===== src/rtl/fetch_cfg.svh =====
`ifndef FETCH_CFG_SVH
`define FETCH_CFG_SVH

// ######################################################################
// Fetch stage configuration
// ######################################################################

// First fetch address after reset
`define FETCH_RESET_PC    32'h8000_0000

// Cacheable window, base inclusive and limit exclusive
`define FETCH_CACHE_BASE  32'h8000_0000
`define FETCH_CACHE_LIMIT 32'h8010_0000

// Cache geometry, line count must be a power of two
`define FETCH_LINES       16
`define FETCH_LINE_WORDS  4

// Derived sizes
`define FETCH_LINE_BYTES  (`FETCH_LINE_WORDS * 4)
`define FETCH_INDEX_BITS  $clog2(`FETCH_LINES)

`endif


===== src/rtl/fetch_pkg.sv =====
package fetch_pkg;

	// AXI burst type encodings
	localparam logic [1:0] AXI_BURST_FIXED = 2'b00;
	localparam logic [1:0] AXI_BURST_INCR  = 2'b01;

	// Packet handed to decode
	typedef struct packed {
		logic [31:0] pc;
		logic [31:0] inst;
	} fetch_packet_t;

	// AXI read address channel payload
	typedef struct packed {
		logic [31:0] addr;
		logic [1:0]  burst;
		logic [3:0]  len;
	} axi_ar_t;

	// AXI read data channel payload, rresp not carried
	typedef struct packed {
		logic [31:0] data;
		logic        last;
	} axi_r_t;

	typedef struct packed {
		logic [31:0] addr;
	} cache_lookup_t;

	// One refill word, last closes the line
	typedef struct packed {
		logic [31:0] addr;
		logic [31:0] data;
		logic        last;
	} cache_fill_t;

	typedef struct packed {
		logic        hit;
		logic [31:0] data;
	} cache_result_t;

endpackage


===== src/rtl/icache.sv =====
`timescale 1ns/10ps
`include "fetch_cfg.svh"

module icache (
	input  logic                     clock,
	input  logic                     rst_n,
	// Lookup request, answered one cycle later
	input  logic                     lookup_valid,
	input  fetch_pkg::cache_lookup_t lookup,
	output logic                     result_valid,
	output fetch_pkg::cache_result_t result,
	// Refill writes, one word per beat
	input  logic                     fill_valid,
	input  fetch_pkg::cache_fill_t   fill
);
	import fetch_pkg::*;

	localparam int IDX_W  = `FETCH_INDEX_BITS;
	localparam int WORD_W = $clog2(`FETCH_LINE_WORDS);
	localparam int OFF_W  = WORD_W + 2;
	localparam int TAG_W  = 32 - OFF_W - IDX_W;

	// ######################################################################
	// Storage
	// ######################################################################

	logic [31:0]             data_mem [`FETCH_LINES * `FETCH_LINE_WORDS];
	logic [TAG_W-1:0]        tag_mem  [`FETCH_LINES];
	logic [`FETCH_LINES-1:0] line_valid;

	// Address fields
	logic [IDX_W-1:0]  lk_idx;
	logic [WORD_W-1:0] lk_word;
	logic [TAG_W-1:0]  lk_tag;
	logic [IDX_W-1:0]  fl_idx;
	logic [WORD_W-1:0] fl_word;
	logic [TAG_W-1:0]  fl_tag;

	cache_result_t result_d;

	assign lk_idx  = lookup.addr[OFF_W +: IDX_W];
	assign lk_word = lookup.addr[2 +: WORD_W];
	assign lk_tag  = lookup.addr[31 -: TAG_W];

	assign fl_idx  = fill.addr[OFF_W +: IDX_W];
	assign fl_word = fill.addr[2 +: WORD_W];
	assign fl_tag  = fill.addr[31 -: TAG_W];

	// ######################################################################
	// Lookup
	// ######################################################################

	// Tag compare against the addressed line
	always_comb begin
		result_d.hit  = line_valid[lk_idx] && (tag_mem[lk_idx] == lk_tag);
		result_d.data = data_mem[{lk_idx, lk_word}];
	end

	always_ff @(posedge clock) begin
		if (lookup_valid) begin
			result <= result_d;
		end
	end

	always_ff @(posedge clock or negedge rst_n) begin
		if (!rst_n) begin
			result_valid <= 1'b0;
		end else begin
			result_valid <= lookup_valid;
		end
	end

	// ######################################################################
	// Refill
	// ######################################################################

	always_ff @(posedge clock) begin
		if (fill_valid) begin
			data_mem[{fl_idx, fl_word}] <= fill.data;
			if (fill.last) begin
				tag_mem[fl_idx] <= fl_tag;
			end
		end
	end

	// Line goes invalid on its first refill word and valid again on the last
	always_ff @(posedge clock or negedge rst_n) begin
		if (!rst_n) begin
			line_valid <= '0;
		end else if (fill_valid) begin
			line_valid[fl_idx] <= fill.last;
		end
	end

endmodule


===== src/rtl/fetch_unit.sv =====
`timescale 1ns/10ps
`include "fetch_cfg.svh"

module fetch_unit (
	input  logic                     clock,
	input  logic                     rst_n,
	// AXI read address
	output fetch_pkg::axi_ar_t       ar,
	output logic                     ar_valid,
	input  logic                     ar_ready,
	// AXI read data
	input  fetch_pkg::axi_r_t        r,
	input  logic                     r_valid,
	// Cache ports
	output logic                     lookup_valid,
	output fetch_pkg::cache_lookup_t lookup,
	input  logic                     result_valid,
	input  fetch_pkg::cache_result_t result,
	output logic                     fill_valid,
	output fetch_pkg::cache_fill_t   fill,
	// Redirect strobe
	input  logic                     redirect_valid,
	input  logic [31:0]              redirect_pc,
	// Decode side
	output fetch_pkg::fetch_packet_t dec_packet,
	output logic                     dec_valid,
	input  logic                     dec_ready
);
	import fetch_pkg::*;

	localparam logic [31:0] LINE_BYTES = `FETCH_LINE_BYTES;
	localparam logic [3:0]  BURST_LEN  = 4'(`FETCH_LINE_WORDS - 1);

	typedef enum logic [2:0] {
		S_IDLE,
		S_LOOKUP,
		S_ADDR,
		S_DATA,
		S_OUT
	} state_t;

	state_t        state;
	logic          run;
	logic [31:0]   pc;
	logic          cached_q;
	logic          redirect_pending;
	logic [31:0]   beat_addr;
	axi_ar_t       ar_q;
	logic          ar_valid_q;
	fetch_packet_t pkt;
	logic          dec_valid_q;

	logic          r_ready;
	logic          transfer;
	logic          start;
	logic [31:0]   fetch_pc;
	logic          fetch_cached;
	logic [31:0]   line_base;
	logic          beat;
	logic          beat_end;
	logic          hit_done;
	logic          miss;
	logic          deliver_beat;

	function automatic logic in_window(input logic [31:0] addr);
		return (addr >= `FETCH_CACHE_BASE) && (addr < `FETCH_CACHE_LIMIT);
	endfunction

	// ######################################################################
	// Fetch start and event decode
	// ######################################################################

	// Read data is always accepted
	assign r_ready  = 1'b1;
	assign transfer = dec_valid_q & dec_ready;

	// New fetch after reset, after a dropped fetch, or when the output empties
	assign start = (state == S_IDLE && run) || (state == S_OUT && (transfer || redirect_valid));

	always_comb begin
		if (redirect_valid)
			fetch_pc = redirect_pc;
		else if (state == S_OUT)
			fetch_pc = pc + 32'd4;
		else
			fetch_pc = pc;
	end

	assign fetch_cached = in_window(fetch_pc);
	assign line_base    = pc & ~(LINE_BYTES - 32'd1);

	assign hit_done = (state == S_LOOKUP) && result_valid && result.hit && !redirect_valid;
	assign miss     = (state == S_LOOKUP) && result_valid && !result.hit && !redirect_valid;

	assign beat     = (state == S_DATA) && r_valid && r_ready;
	assign beat_end = beat && (r.last || !cached_q);

	// Any refill beat matching pc is handed on, also pc + 4 after an early transfer
	assign deliver_beat = beat && !redirect_pending && !redirect_valid && !dec_valid_q &&
		(!cached_q || beat_addr == pc);

	// Lookup is issued in the start cycle itself
	assign lookup_valid = start & fetch_cached;
	assign lookup.addr  = fetch_pc;

	// Refill words go straight to the cache
	assign fill_valid = beat & cached_q;
	assign fill       = '{addr: beat_addr, data: r.data, last: r.last};

	assign ar         = ar_q;
	assign ar_valid   = ar_valid_q;
	assign dec_packet = pkt;
	assign dec_valid  = dec_valid_q;

	// ######################################################################
	// Control state
	// ######################################################################

	always_ff @(posedge clock or negedge rst_n) begin
		if (!rst_n) begin
			state            <= S_IDLE;
			run              <= 1'b0;
			pc               <= `FETCH_RESET_PC;
			cached_q         <= 1'b0;
			redirect_pending <= 1'b0;
			ar_valid_q       <= 1'b0;
			dec_valid_q      <= 1'b0;
		end else begin
			run <= 1'b1;
			if (start) begin
				pc               <= fetch_pc;
				cached_q         <= fetch_cached;
				redirect_pending <= 1'b0;
				dec_valid_q      <= 1'b0;
				if (fetch_cached) begin
					state <= S_LOOKUP;
				end else begin
					ar_valid_q <= 1'b1;
					state      <= S_ADDR;
				end
			end else begin
				case (state)
					S_LOOKUP: begin
						// Stale lookup result is simply ignored
						if (redirect_valid) begin
							pc    <= redirect_pc;
							state <= S_IDLE;
						end else if (hit_done) begin
							dec_valid_q <= 1'b1;
							state       <= S_OUT;
						end else if (miss) begin
							ar_valid_q <= 1'b1;
							state      <= S_ADDR;
						end
					end
					S_ADDR: begin
						// Request must hold, so the redirect only marks the fetch dead
						if (redirect_valid) begin
							pc               <= redirect_pc;
							redirect_pending <= 1'b1;
						end
						if (ar_ready) begin
							ar_valid_q <= 1'b0;
							state      <= S_DATA;
						end
					end
					S_DATA: begin
						if (redirect_valid) begin
							pc               <= redirect_pc;
							redirect_pending <= 1'b1;
							dec_valid_q      <= 1'b0;
						end else if (transfer) begin
							pc          <= pc + 32'd4;
							dec_valid_q <= 1'b0;
						end else if (deliver_beat) begin
							dec_valid_q <= 1'b1;
						end
						if (beat_end) begin
							redirect_pending <= 1'b0;
							if (redirect_valid || redirect_pending)
								state <= S_IDLE;
							else if (deliver_beat || (dec_valid_q && !transfer))
								state <= S_OUT;
							else
								state <= S_IDLE;
						end
					end
					default: begin
						// Idle before the first start, output held under back-pressure
						state <= state;
					end
				endcase
			end
		end
	end

	// ######################################################################
	// Payload registers
	// ######################################################################

	always_ff @(posedge clock) begin
		if (start && !fetch_cached) begin
			ar_q <= '{addr: fetch_pc, burst: AXI_BURST_FIXED, len: 4'd0};
		end else if (miss) begin
			ar_q      <= '{addr: line_base, burst: AXI_BURST_INCR, len: BURST_LEN};
			beat_addr <= line_base;
		end
		if (beat) begin
			beat_addr <= beat_addr + 32'd4;
		end
		if (hit_done) begin
			pkt <= '{pc: pc, inst: result.data};
		end else if (deliver_beat) begin
			pkt <= '{pc: pc, inst: r.data};
		end
	end

endmodule


===== src/rtl/fetch_top.sv =====
`timescale 1ns/10ps

module fetch_top (
	input  logic                     clock,
	input  logic                     rst_n,
	// AXI read port
	output fetch_pkg::axi_ar_t       ar,
	output logic                     ar_valid,
	input  logic                     ar_ready,
	input  fetch_pkg::axi_r_t        r,
	input  logic                     r_valid,
	// Redirect
	input  logic                     redirect_valid,
	input  logic [31:0]              redirect_pc,
	// Decode
	output fetch_pkg::fetch_packet_t dec_packet,
	output logic                     dec_valid,
	input  logic                     dec_ready
);
	import fetch_pkg::*;

	// Fetch unit to cache
	logic          lookup_valid;
	cache_lookup_t lookup;
	logic          result_valid;
	cache_result_t result;
	logic          fill_valid;
	cache_fill_t   fill;

	fetch_unit u_fetch_unit (
		.clock          (clock),
		.rst_n          (rst_n),
		.ar             (ar),
		.ar_valid       (ar_valid),
		.ar_ready       (ar_ready),
		.r              (r),
		.r_valid        (r_valid),
		.lookup_valid   (lookup_valid),
		.lookup         (lookup),
		.result_valid   (result_valid),
		.result         (result),
		.fill_valid     (fill_valid),
		.fill           (fill),
		.redirect_valid (redirect_valid),
		.redirect_pc    (redirect_pc),
		.dec_packet     (dec_packet),
		.dec_valid      (dec_valid),
		.dec_ready      (dec_ready)
	);

	icache u_icache (
		.clock        (clock),
		.rst_n        (rst_n),
		.lookup_valid (lookup_valid),
		.lookup       (lookup),
		.result_valid (result_valid),
		.result       (result),
		.fill_valid   (fill_valid),
		.fill         (fill)
	);

endmodule


===== config.mk =====
export PLATFORM = sky130hd
export DESIGN_NAME = fetch_top
export DESIGN_NICKNAME = d
export VERILOG_FILES = /design/src/rtl/fetch_pkg.sv /design/src/rtl/icache.sv /design/src/rtl/fetch_unit.sv /design/src/rtl/fetch_top.sv
export VERILOG_INCLUDE_DIRS = /design/src /design/src/rtl
export SDC_FILE = /design/constraint.sdc
export NUM_CORES = 2
export LEC_CHECK = 0
export BUFFER_PORTS_ARGS = -buffer_cell sky130_fd_sc_hd__buf_2
export CORE_ASPECT_RATIO = 0.8
export CORE_MARGIN = 3
export CORE_UTILIZATION = 30
export CTS_CLUSTER_SIZE = 24
export DETAILED_ROUTE_END_ITERATION = 10
export PLACE_DENSITY = 0.41
export SLEW_MARGIN = 10
export SYNTH_ARGS = -nofsm -noshare
export SYNTH_HDL_FRONTEND = slang
export SYNTH_SLANG_ARGS = --single-unit

===== constraint.sdc =====
create_clock -name clock -period 5.15 [get_ports clock]
set_input_delay 0.7725 -clock clock [delete_from_list [all_inputs] [get_ports clock]]
set_output_delay 0.7725 -clock clock [all_outputs]
set_load 0.03 [all_outputs]

---- Word level (Yosys, flattened, before mapping) ----
Memory sizes are Yosys's and may differ from the RTL's. A register that Yosys moved wholly into a read port is not among the register bits.
Cells that the tools add are included.
storage, ports and cells
  register bits after elaboration ......... 188
  RAM bits ................................ 2,432
  bits of input ports ..................... 71
  word-level logic and storage cells ...... 144
  memories ................................ 2
memory list
  memory             depth  bits a word  read ports  clocked after Yosys merged registers in  wr ports  RTL line      RTL
  u_icache.data_mem  64     32           1           1                                        1         icache.sv:27  logic [31:0] data_mem [`FETCH_LINES * `FETCH_LINE_WORDS];
  u_icache.tag_mem   16     24           1           0                                        1         icache.sv:28  logic [TAG_W-1:0] tag_mem [`FETCH_LINES];
cells by class
  add/sub/neg operators ................... 2
  $lt $le $gt $ge ......................... 5
  eq/ne operators ......................... 18
  multiplexer cells ....................... 52
  bitwise logic cells ..................... 3
  reductions and logical operators ........ 46
operator list
  operator                                               number
  2-to-1 mux 32 bit                                      9
  2-to-1 mux 64 bit                                      2
  2-to-1 mux 38 bit                                      2
  adder 32 x 3 -> 32 bit, second input constant          2
  case mux 32 bit (2 select lines)                       1
  == test 32 bit                                         1
  >= comparator 32 bit, second input constant            1
  < comparator 32 bit, second input constant             1
  == test 24 bit                                         1
  2-to-1 mux 3 bit                                       8
  2-to-1 mux 1 bit                                       22
  logical AND 1 bit                                      18
  bitwise mux 16 bit                                     1
  inequality test 3 x 1 -> 1 bit, second input constant  4
  nonzero test 3 bit                                     4
  < comparator 4 x 5 -> 1 bit, second input constant     2
  inequality test 5 x 2 -> 1 bit, second input constant  2
  inequality test 3 x 2 -> 1 bit, second input constant  3
  case mux 3 bit (3 select lines)                        1
  AND reduction 4 bit                                    2
  logical NOT 1 bit                                      7
  == test 3 x 2 -> 1 bit, second input constant          2
  logical OR 1 bit                                       6
  case mux 1 bit (2 select lines)                        3
  other kinds (17)                                       21

---- Depth between registers and ports, before layout ----
  depth after elaboration ................. 12
  gate-level depth with buffers ........... 15
  depth with buffers taken out ............ 11

---- By module ----
From an unflattened synthesis, not the netlist that was laid out.
unflattened totals
  cells, all modules ...................... 4,768
  area total of the unflattened synthesis .. 104,545.3 µm²
modules (own cells, without submodules)
  module      times used  cells an instance  area an instance (µm²)  sequential area each (µm²)
  icache      1           3,758              94,650.8                74,446.4
  fetch_unit  1           1,010              9,894.5                 4,805.9

---- Least setup slack after synthesis ----
OpenSTA, ideal clock, no wires.
  path type ............................... register to register
  from .................................... reg u_fetch_unit.pc[18]
  to ...................................... reg, netlist name u_icache.result[0]
  library setup time ...................... 429 ps
  arrival ................................. 4,312 ps
  required time ........................... 4,721 ps
  path slack .............................. 409 ps
  cell stages (with the launch flop) ...... 10
  buffers on the path ..................... 1
  clock period less this slack ............ 4,741 ps
  cells stage by stage .................... dfrtp_1 > clkbuf_1 > nand4_1 > nor4_1 > nand4_1 > xnor2_1 > mux2i_1 > nand4_1 > or3_1 > nor2_1
on the way
  longest elaborated chain between the ends .. 6
  elaborated cells on any way between the ends .. 7
  classes of those cells .................. add/sub: 1; order compare: 2; mux: 2; bitwise: 1; reduce/logical: 1
ends and longest elaborated chain
  element                                                                              RTL line           RTL
  start: declaration                                                                   fetch_unit.sv:44   logic [31:0] pc;
  start signal: assignment                                                             fetch_unit.sv:123  pc <= `FETCH_RESET_PC;
  start signal: assignment                                                             fetch_unit.sv:131  pc <= fetch_pc;
  start signal: assignment                                                             fetch_unit.sv:146  pc <= redirect_pc;
  adder 32 x 3 -> 32 bit                                                               fetch_unit.sv:84   fetch_pc = pc + 32'd4;
  2-to-1 mux 32 bit (*)                                                                fetch_unit.sv:83   else if (state == S_OUT)
  2-to-1 mux 32 bit (*)                                                                fetch_unit.sv:81   if (redirect_valid)
  >= comparator 32 bit (no source line) / < comparator 32 bit (equally long branches)  -
  logical AND 1 bit (*)                                                                fetch_unit.sv:66   return (addr >= `FETCH_CACHE_BASE) && (addr < `FETCH_CACHE_LIMIT);
  AND 1 bit (*)                                                                        fetch_unit.sv:103  assign lookup_valid = start & fetch_cached;
  via lookup_valid                                                                     fetch_top.sv:23    logic lookup_valid;
Mark *: on every way through the listed nets, which the timed path passes. The rest lies on a longest branch.
A chain may end at the register's enable or synchronous reset.

---- Final worst setup path ----
  from .................................... reg u_fetch_unit.state[1]
  to ...................................... reg, netlist name u_icache.result[1]
on the way
  longest elaborated chain between the ends .. 6
  elaborated cells on any way between the ends .. 11
  classes of those cells .................. order compare: 2; eq/ne: 1; mux: 2; bitwise: 1; reduce/logical: 5
ends and longest elaborated chain
  element                                                                              RTL line                            RTL
  start: declaration                                                                   fetch_unit.sv:42                    state_t state;
  start signal: assignment                                                             fetch_unit.sv:190                   state <= state;
  == test 3 bit                                                                        fetch_unit.sv:78, fetch_unit.sv:83
  2-to-1 mux 32 bit                                                                    fetch_unit.sv:83
  2-to-1 mux 32 bit                                                                    fetch_unit.sv:81
  >= comparator 32 bit (no source line) / < comparator 32 bit (equally long branches)  -
  logical AND 1 bit                                                                    fetch_unit.sv:66
  AND 1 bit                                                                            fetch_unit.sv:103
Several ways; a longest one is shown, not always the timed one.

==> metrics <==
Cells after Synth=about 6000; most common cell after layout, fill and taps aside=edfxtp_1; Remaining DRCs=0; worst skew pair latency=just under 0.9 ns; Final Skew=~0.075 ns; Vias/cell=approximately 5.2; crit path max-delay cell type=dfrtp_1; Power Density=between 400 and 500 nW/um2; P_sw=roughly 17 mW; I/O Pins=between 150 and 200; Starting Density=between 30 and 40%; launch point of the worst path=u_fetch_unit.state[1]$_DFFE_PN0P_; Reg-to-Reg Start=u_fetch_unit.state[1]$_DFFE_PN0P_; H-tree lvl count=5; delay-heaviest family, CP=simple AND/OR/NAND/NOR gates; Worst slew margin=approximately a fifth; CTS tree=built; LEAKAGE=39.76 nW; row cnt=between 150 and 200; Internal=approximately 41 mW; Crit path top cell by count=buf_12; Critical R2R Capture=u_icache.result[1]$_DFFE_PP_; kind of start point of the critical path=flip-flop; # nets final=~6500; hold crit path type=in2reg; Final ANT Viol Nets=0; Ys Warns=0; post-synth cell types=74; largest net degree at the start of global routing=just over 80; fmax=between 200 and 250 MHz; Switching Share=29.00%; root buf cell=clkbuf_16; post-synthesis sequential area ratio=around three quarters; syn_area_per_cell=between 15 and 20 um2; CP Capture Type=flip-flop; port bufs=171; asr flop ratio synth=under 10%; Comb power frac=20.8%; share of layout cells above drive strength 1=about a quarter; Final Non-Filler Cells=between 10000 and 15000; status=finished, final reports clean; drt total wl=approximately 340000 um; GRT Residual Overflow=0; clk sinks=2649; DR iter-0 viols=roughly 5600; crit path time final=just under 5 ns; Final Max Tran Viols=0; Overall Global Routing Usage=a little under a fifth; Final Hold Vio Count=0; Clock Path Buffers=4; WS Path Type=reg2reg; Syn Std Cell Area=approximately 110000 um2; antenna violations before repair=21; RSZ-0062 raised after global routing=no; Placer Congestion=~0.79; crit path capture=u_icache.result[1]$_DFFE_PP_; Fin Setup TNS=0 ns; via count=roughly 58000; worst-margin pin slew=approximately 1.2 ns; Die Wd=~670 um; clock buffer count from CTS=just under 300; Top FF cell, synth=edfxtp_1; R2R depth=10; placed cells=10706; post-synth top area share=approximately three quarters; crit path DAT=5.42 ns; critical path cell sequence=or3b_1, nor4_2, a221o_4, buf_12, buf_12, nand3_1, and3_1, a31oi_1, buf_4, o21ai_0; first-pass GRT wire length=around 470000 um; Clk pin slew, worst setup/hold paths=approximately 0.06 ns; most frequent cells in the layout=edfxtp_1, nand2_1, mux4_2; vias in the first global route=roughly 58000; core footprint=around 350000 um2; drt wl/cell=roughly 30 um; height of the die=~540 um; sequential share of power=43.4%; Design Power=between 50 and 60 mW; peak supply drop=~0.27 mV; top cells by area, synth=edfxtp_1, mux4_2, nand2_1, nand3_1, dfrtp_1; Buffers & Inverters on Critical Path=3; Final setup viols=0; Yosys top cell by area=edfxtp_1; critical path fanouts, max=80; Die ar.=approximately 360000 um2; cell depth of the worst setup path=10; clock network fraction of total power=a little over a third; WHS=around 0.18 ns; R2R setup slack=0.27 ns; Post-synth EDFFs=approximately 2600; DP HPWL=about 200000 um; drt pass-1 iters=7; Final Cycle Share=between 90% and 100%; slowest cell delay on critical path=0.61 ns; CP required=roughly 5.7 ns; #FFs+latches synth=about 2600; Layout area overhead=17.40%; Max Cap Viol=0
-- worst min path at each step --
| stage | endpoint | slack, ns | from | depth (start not counted) |
|---|---|---|---|---|
| floorplan | u_fetch_unit.dec_packet[37]$_DFFE_PP_ | 0.42 | u_fetch_unit.pc[5]$_DFFE_PN0P_ | 0 |
| global placement | u_icache.line_valid[14]$_DFFE_PN0P_ | 0.50 | u_icache.line_valid[14]$_DFFE_PN0P_ | 2 |
| detailed placement | u_fetch_unit.dec_packet[33]$_DFFE_PP_ | 0.50 | u_fetch_unit.pc[1]$_DFFE_PN0P_ | 0 |
| CTS | u_fetch_unit.pc[0]$_DFFE_PN0P_ | 0.11 | redirect_pc[0] | 2 |
| global route | u_fetch_unit.pc[0]$_DFFE_PN0P_ | 0.16 | redirect_pc[0] | 2 |
| finish | u_fetch_unit.pc[0]$_DFFE_PN0P_ | 0.18 | redirect_pc[0] | 2 |
-- cells by family (layout without fill, tap and decap cells) --
logic type | Yosys count | after routing | share of synthesized area, %
buf+inv | 410 | 1042 | 1.726
simple gates | 1771 | 1771 | 7.499
xor+xnor | 123 | 123 | 1.023
flops | 2649 | 2649 | 75.26
fa+ha+maj | 2 | 2 | 0.02376
compound gates | 483 | 483 | 2.988
mux | 563 | 563 | 11.48
other cells | 2 | 18 | 0.007131
-- power by group through the flow --
stage / sequential [mW] / combinational [mW] / clock, mW
3_5_place_dp: 25.2 / 12.0 / 0
2_1_floorplan: 25.1 / 7.14 / 0
6_report: 24.8 / 11.9 / 20.5
3_3_place_gp: 25.2 / 12.0 / 0
5_1_grt: 24.8 / 12.8 / 21.9
4_1_cts: 24.8 / 12.0 / 21.1
-- routing by layer --
metal | share of wire, % | routed length (um) | global-route usage (%)
met5 | 0 | 0 | 0
met2 | 45 | 154700 | 28.88
met1 | 46 | 155800 | 27.29
met3 | 6.2 | 21250 | 3.393
met4 | 2.5 | 8580 | 4.525
-- cells in the mapped netlist (3+ instances only) --
cell	number
a211oi_1	54
a21o_1	13
a21oi_1	63
a221oi_1	10
a22oi_1	3
a311oi_1	66
a31oi_1	56
a32o_1	3
a32oi_1	9
and2_1	7
and3_1	194
buf_1	59
buf_2	127
buf_4	10
buf_6	11
clkbuf_1	190
dfrtp_1	56
edfxtp_1	2591
inv_1	12
mux2_2	36
mux2i_1	15
mux4_2	512
nand2_1	944
nand2b_1	10
nand3_1	333
nand4_1	24
nand4b_1	6
nor2_1	178
nor2b_1	5
nor3_1	17
nor4_1	19
o21ai_0	167
o221a_2	3
o22ai_1	6
o31ai_1	7
or2_2	7
or3_1	7
or4_1	7
xnor2_1	51
xor2_1	72
-- worst reg2reg max path, delay by kind of cell, from the launching register on --
family | cells | cell delay [ns]
AOI/OAI and AO/OA | 3 | 0.99
buffers and inverters | 3 | 1.27
DFF | 1 | 0.61
and+or+nand+nor | 4 | 1.71
-- state kept, by name, indices dropped and copies added (netlist names) --
name                           flops
u_icache.data_mem               2048
u_icache.tag_mem                 384
u_fetch_unit.dec_packet           64
u_fetch_unit.ar                   33
u_icache.result                   33
u_fetch_unit.pc                   32
u_fetch_unit.beat_addr            30
u_icache.line_valid               16
u_fetch_unit.state                 3
u_fetch_unit.ar_valid              1
u_fetch_unit.cached_q              1
u_fetch_unit.dec_valid             1
u_fetch_unit.redirect_pending      1
u_fetch_unit.run                   1
u_icache.result_valid              1
-- what timing repair did --
action	CTS	global route
setup buffers	0	0
gates resized for setup	0	1
endpoints found under the hold margin	21	0
hold buffers	1	0
endpoints found under the setup margin	0	1
-- stage by stage --
step	setup slack, ns	instance area, um2	utilization, %
2_1_floorplan	0.4095	105300	-
3_3_place_gp	0.2250	114400	32.93
3_5_place_dp	0.1803	114500	32.94
4_1_cts	0.1689	123600	35.57
5_1_grt	0.1287	123600	35.57
6_report	0.2656	123600	35.58
-- area by class of cell --
cell class                      count  area, um2
Clock buffer                      358       7692
Timing Repair Buffer              517       4427
Antenna cell                       14      35.03
Inverter                           13      48.80
Clock inverter                    154       1438
Fill cell                       32668     223900
Tap cell                         4582       5733
Sequential cell                  2649      79250
Multi-Input combinational cell   2946      25010
(Power assumes the default switching activity.)
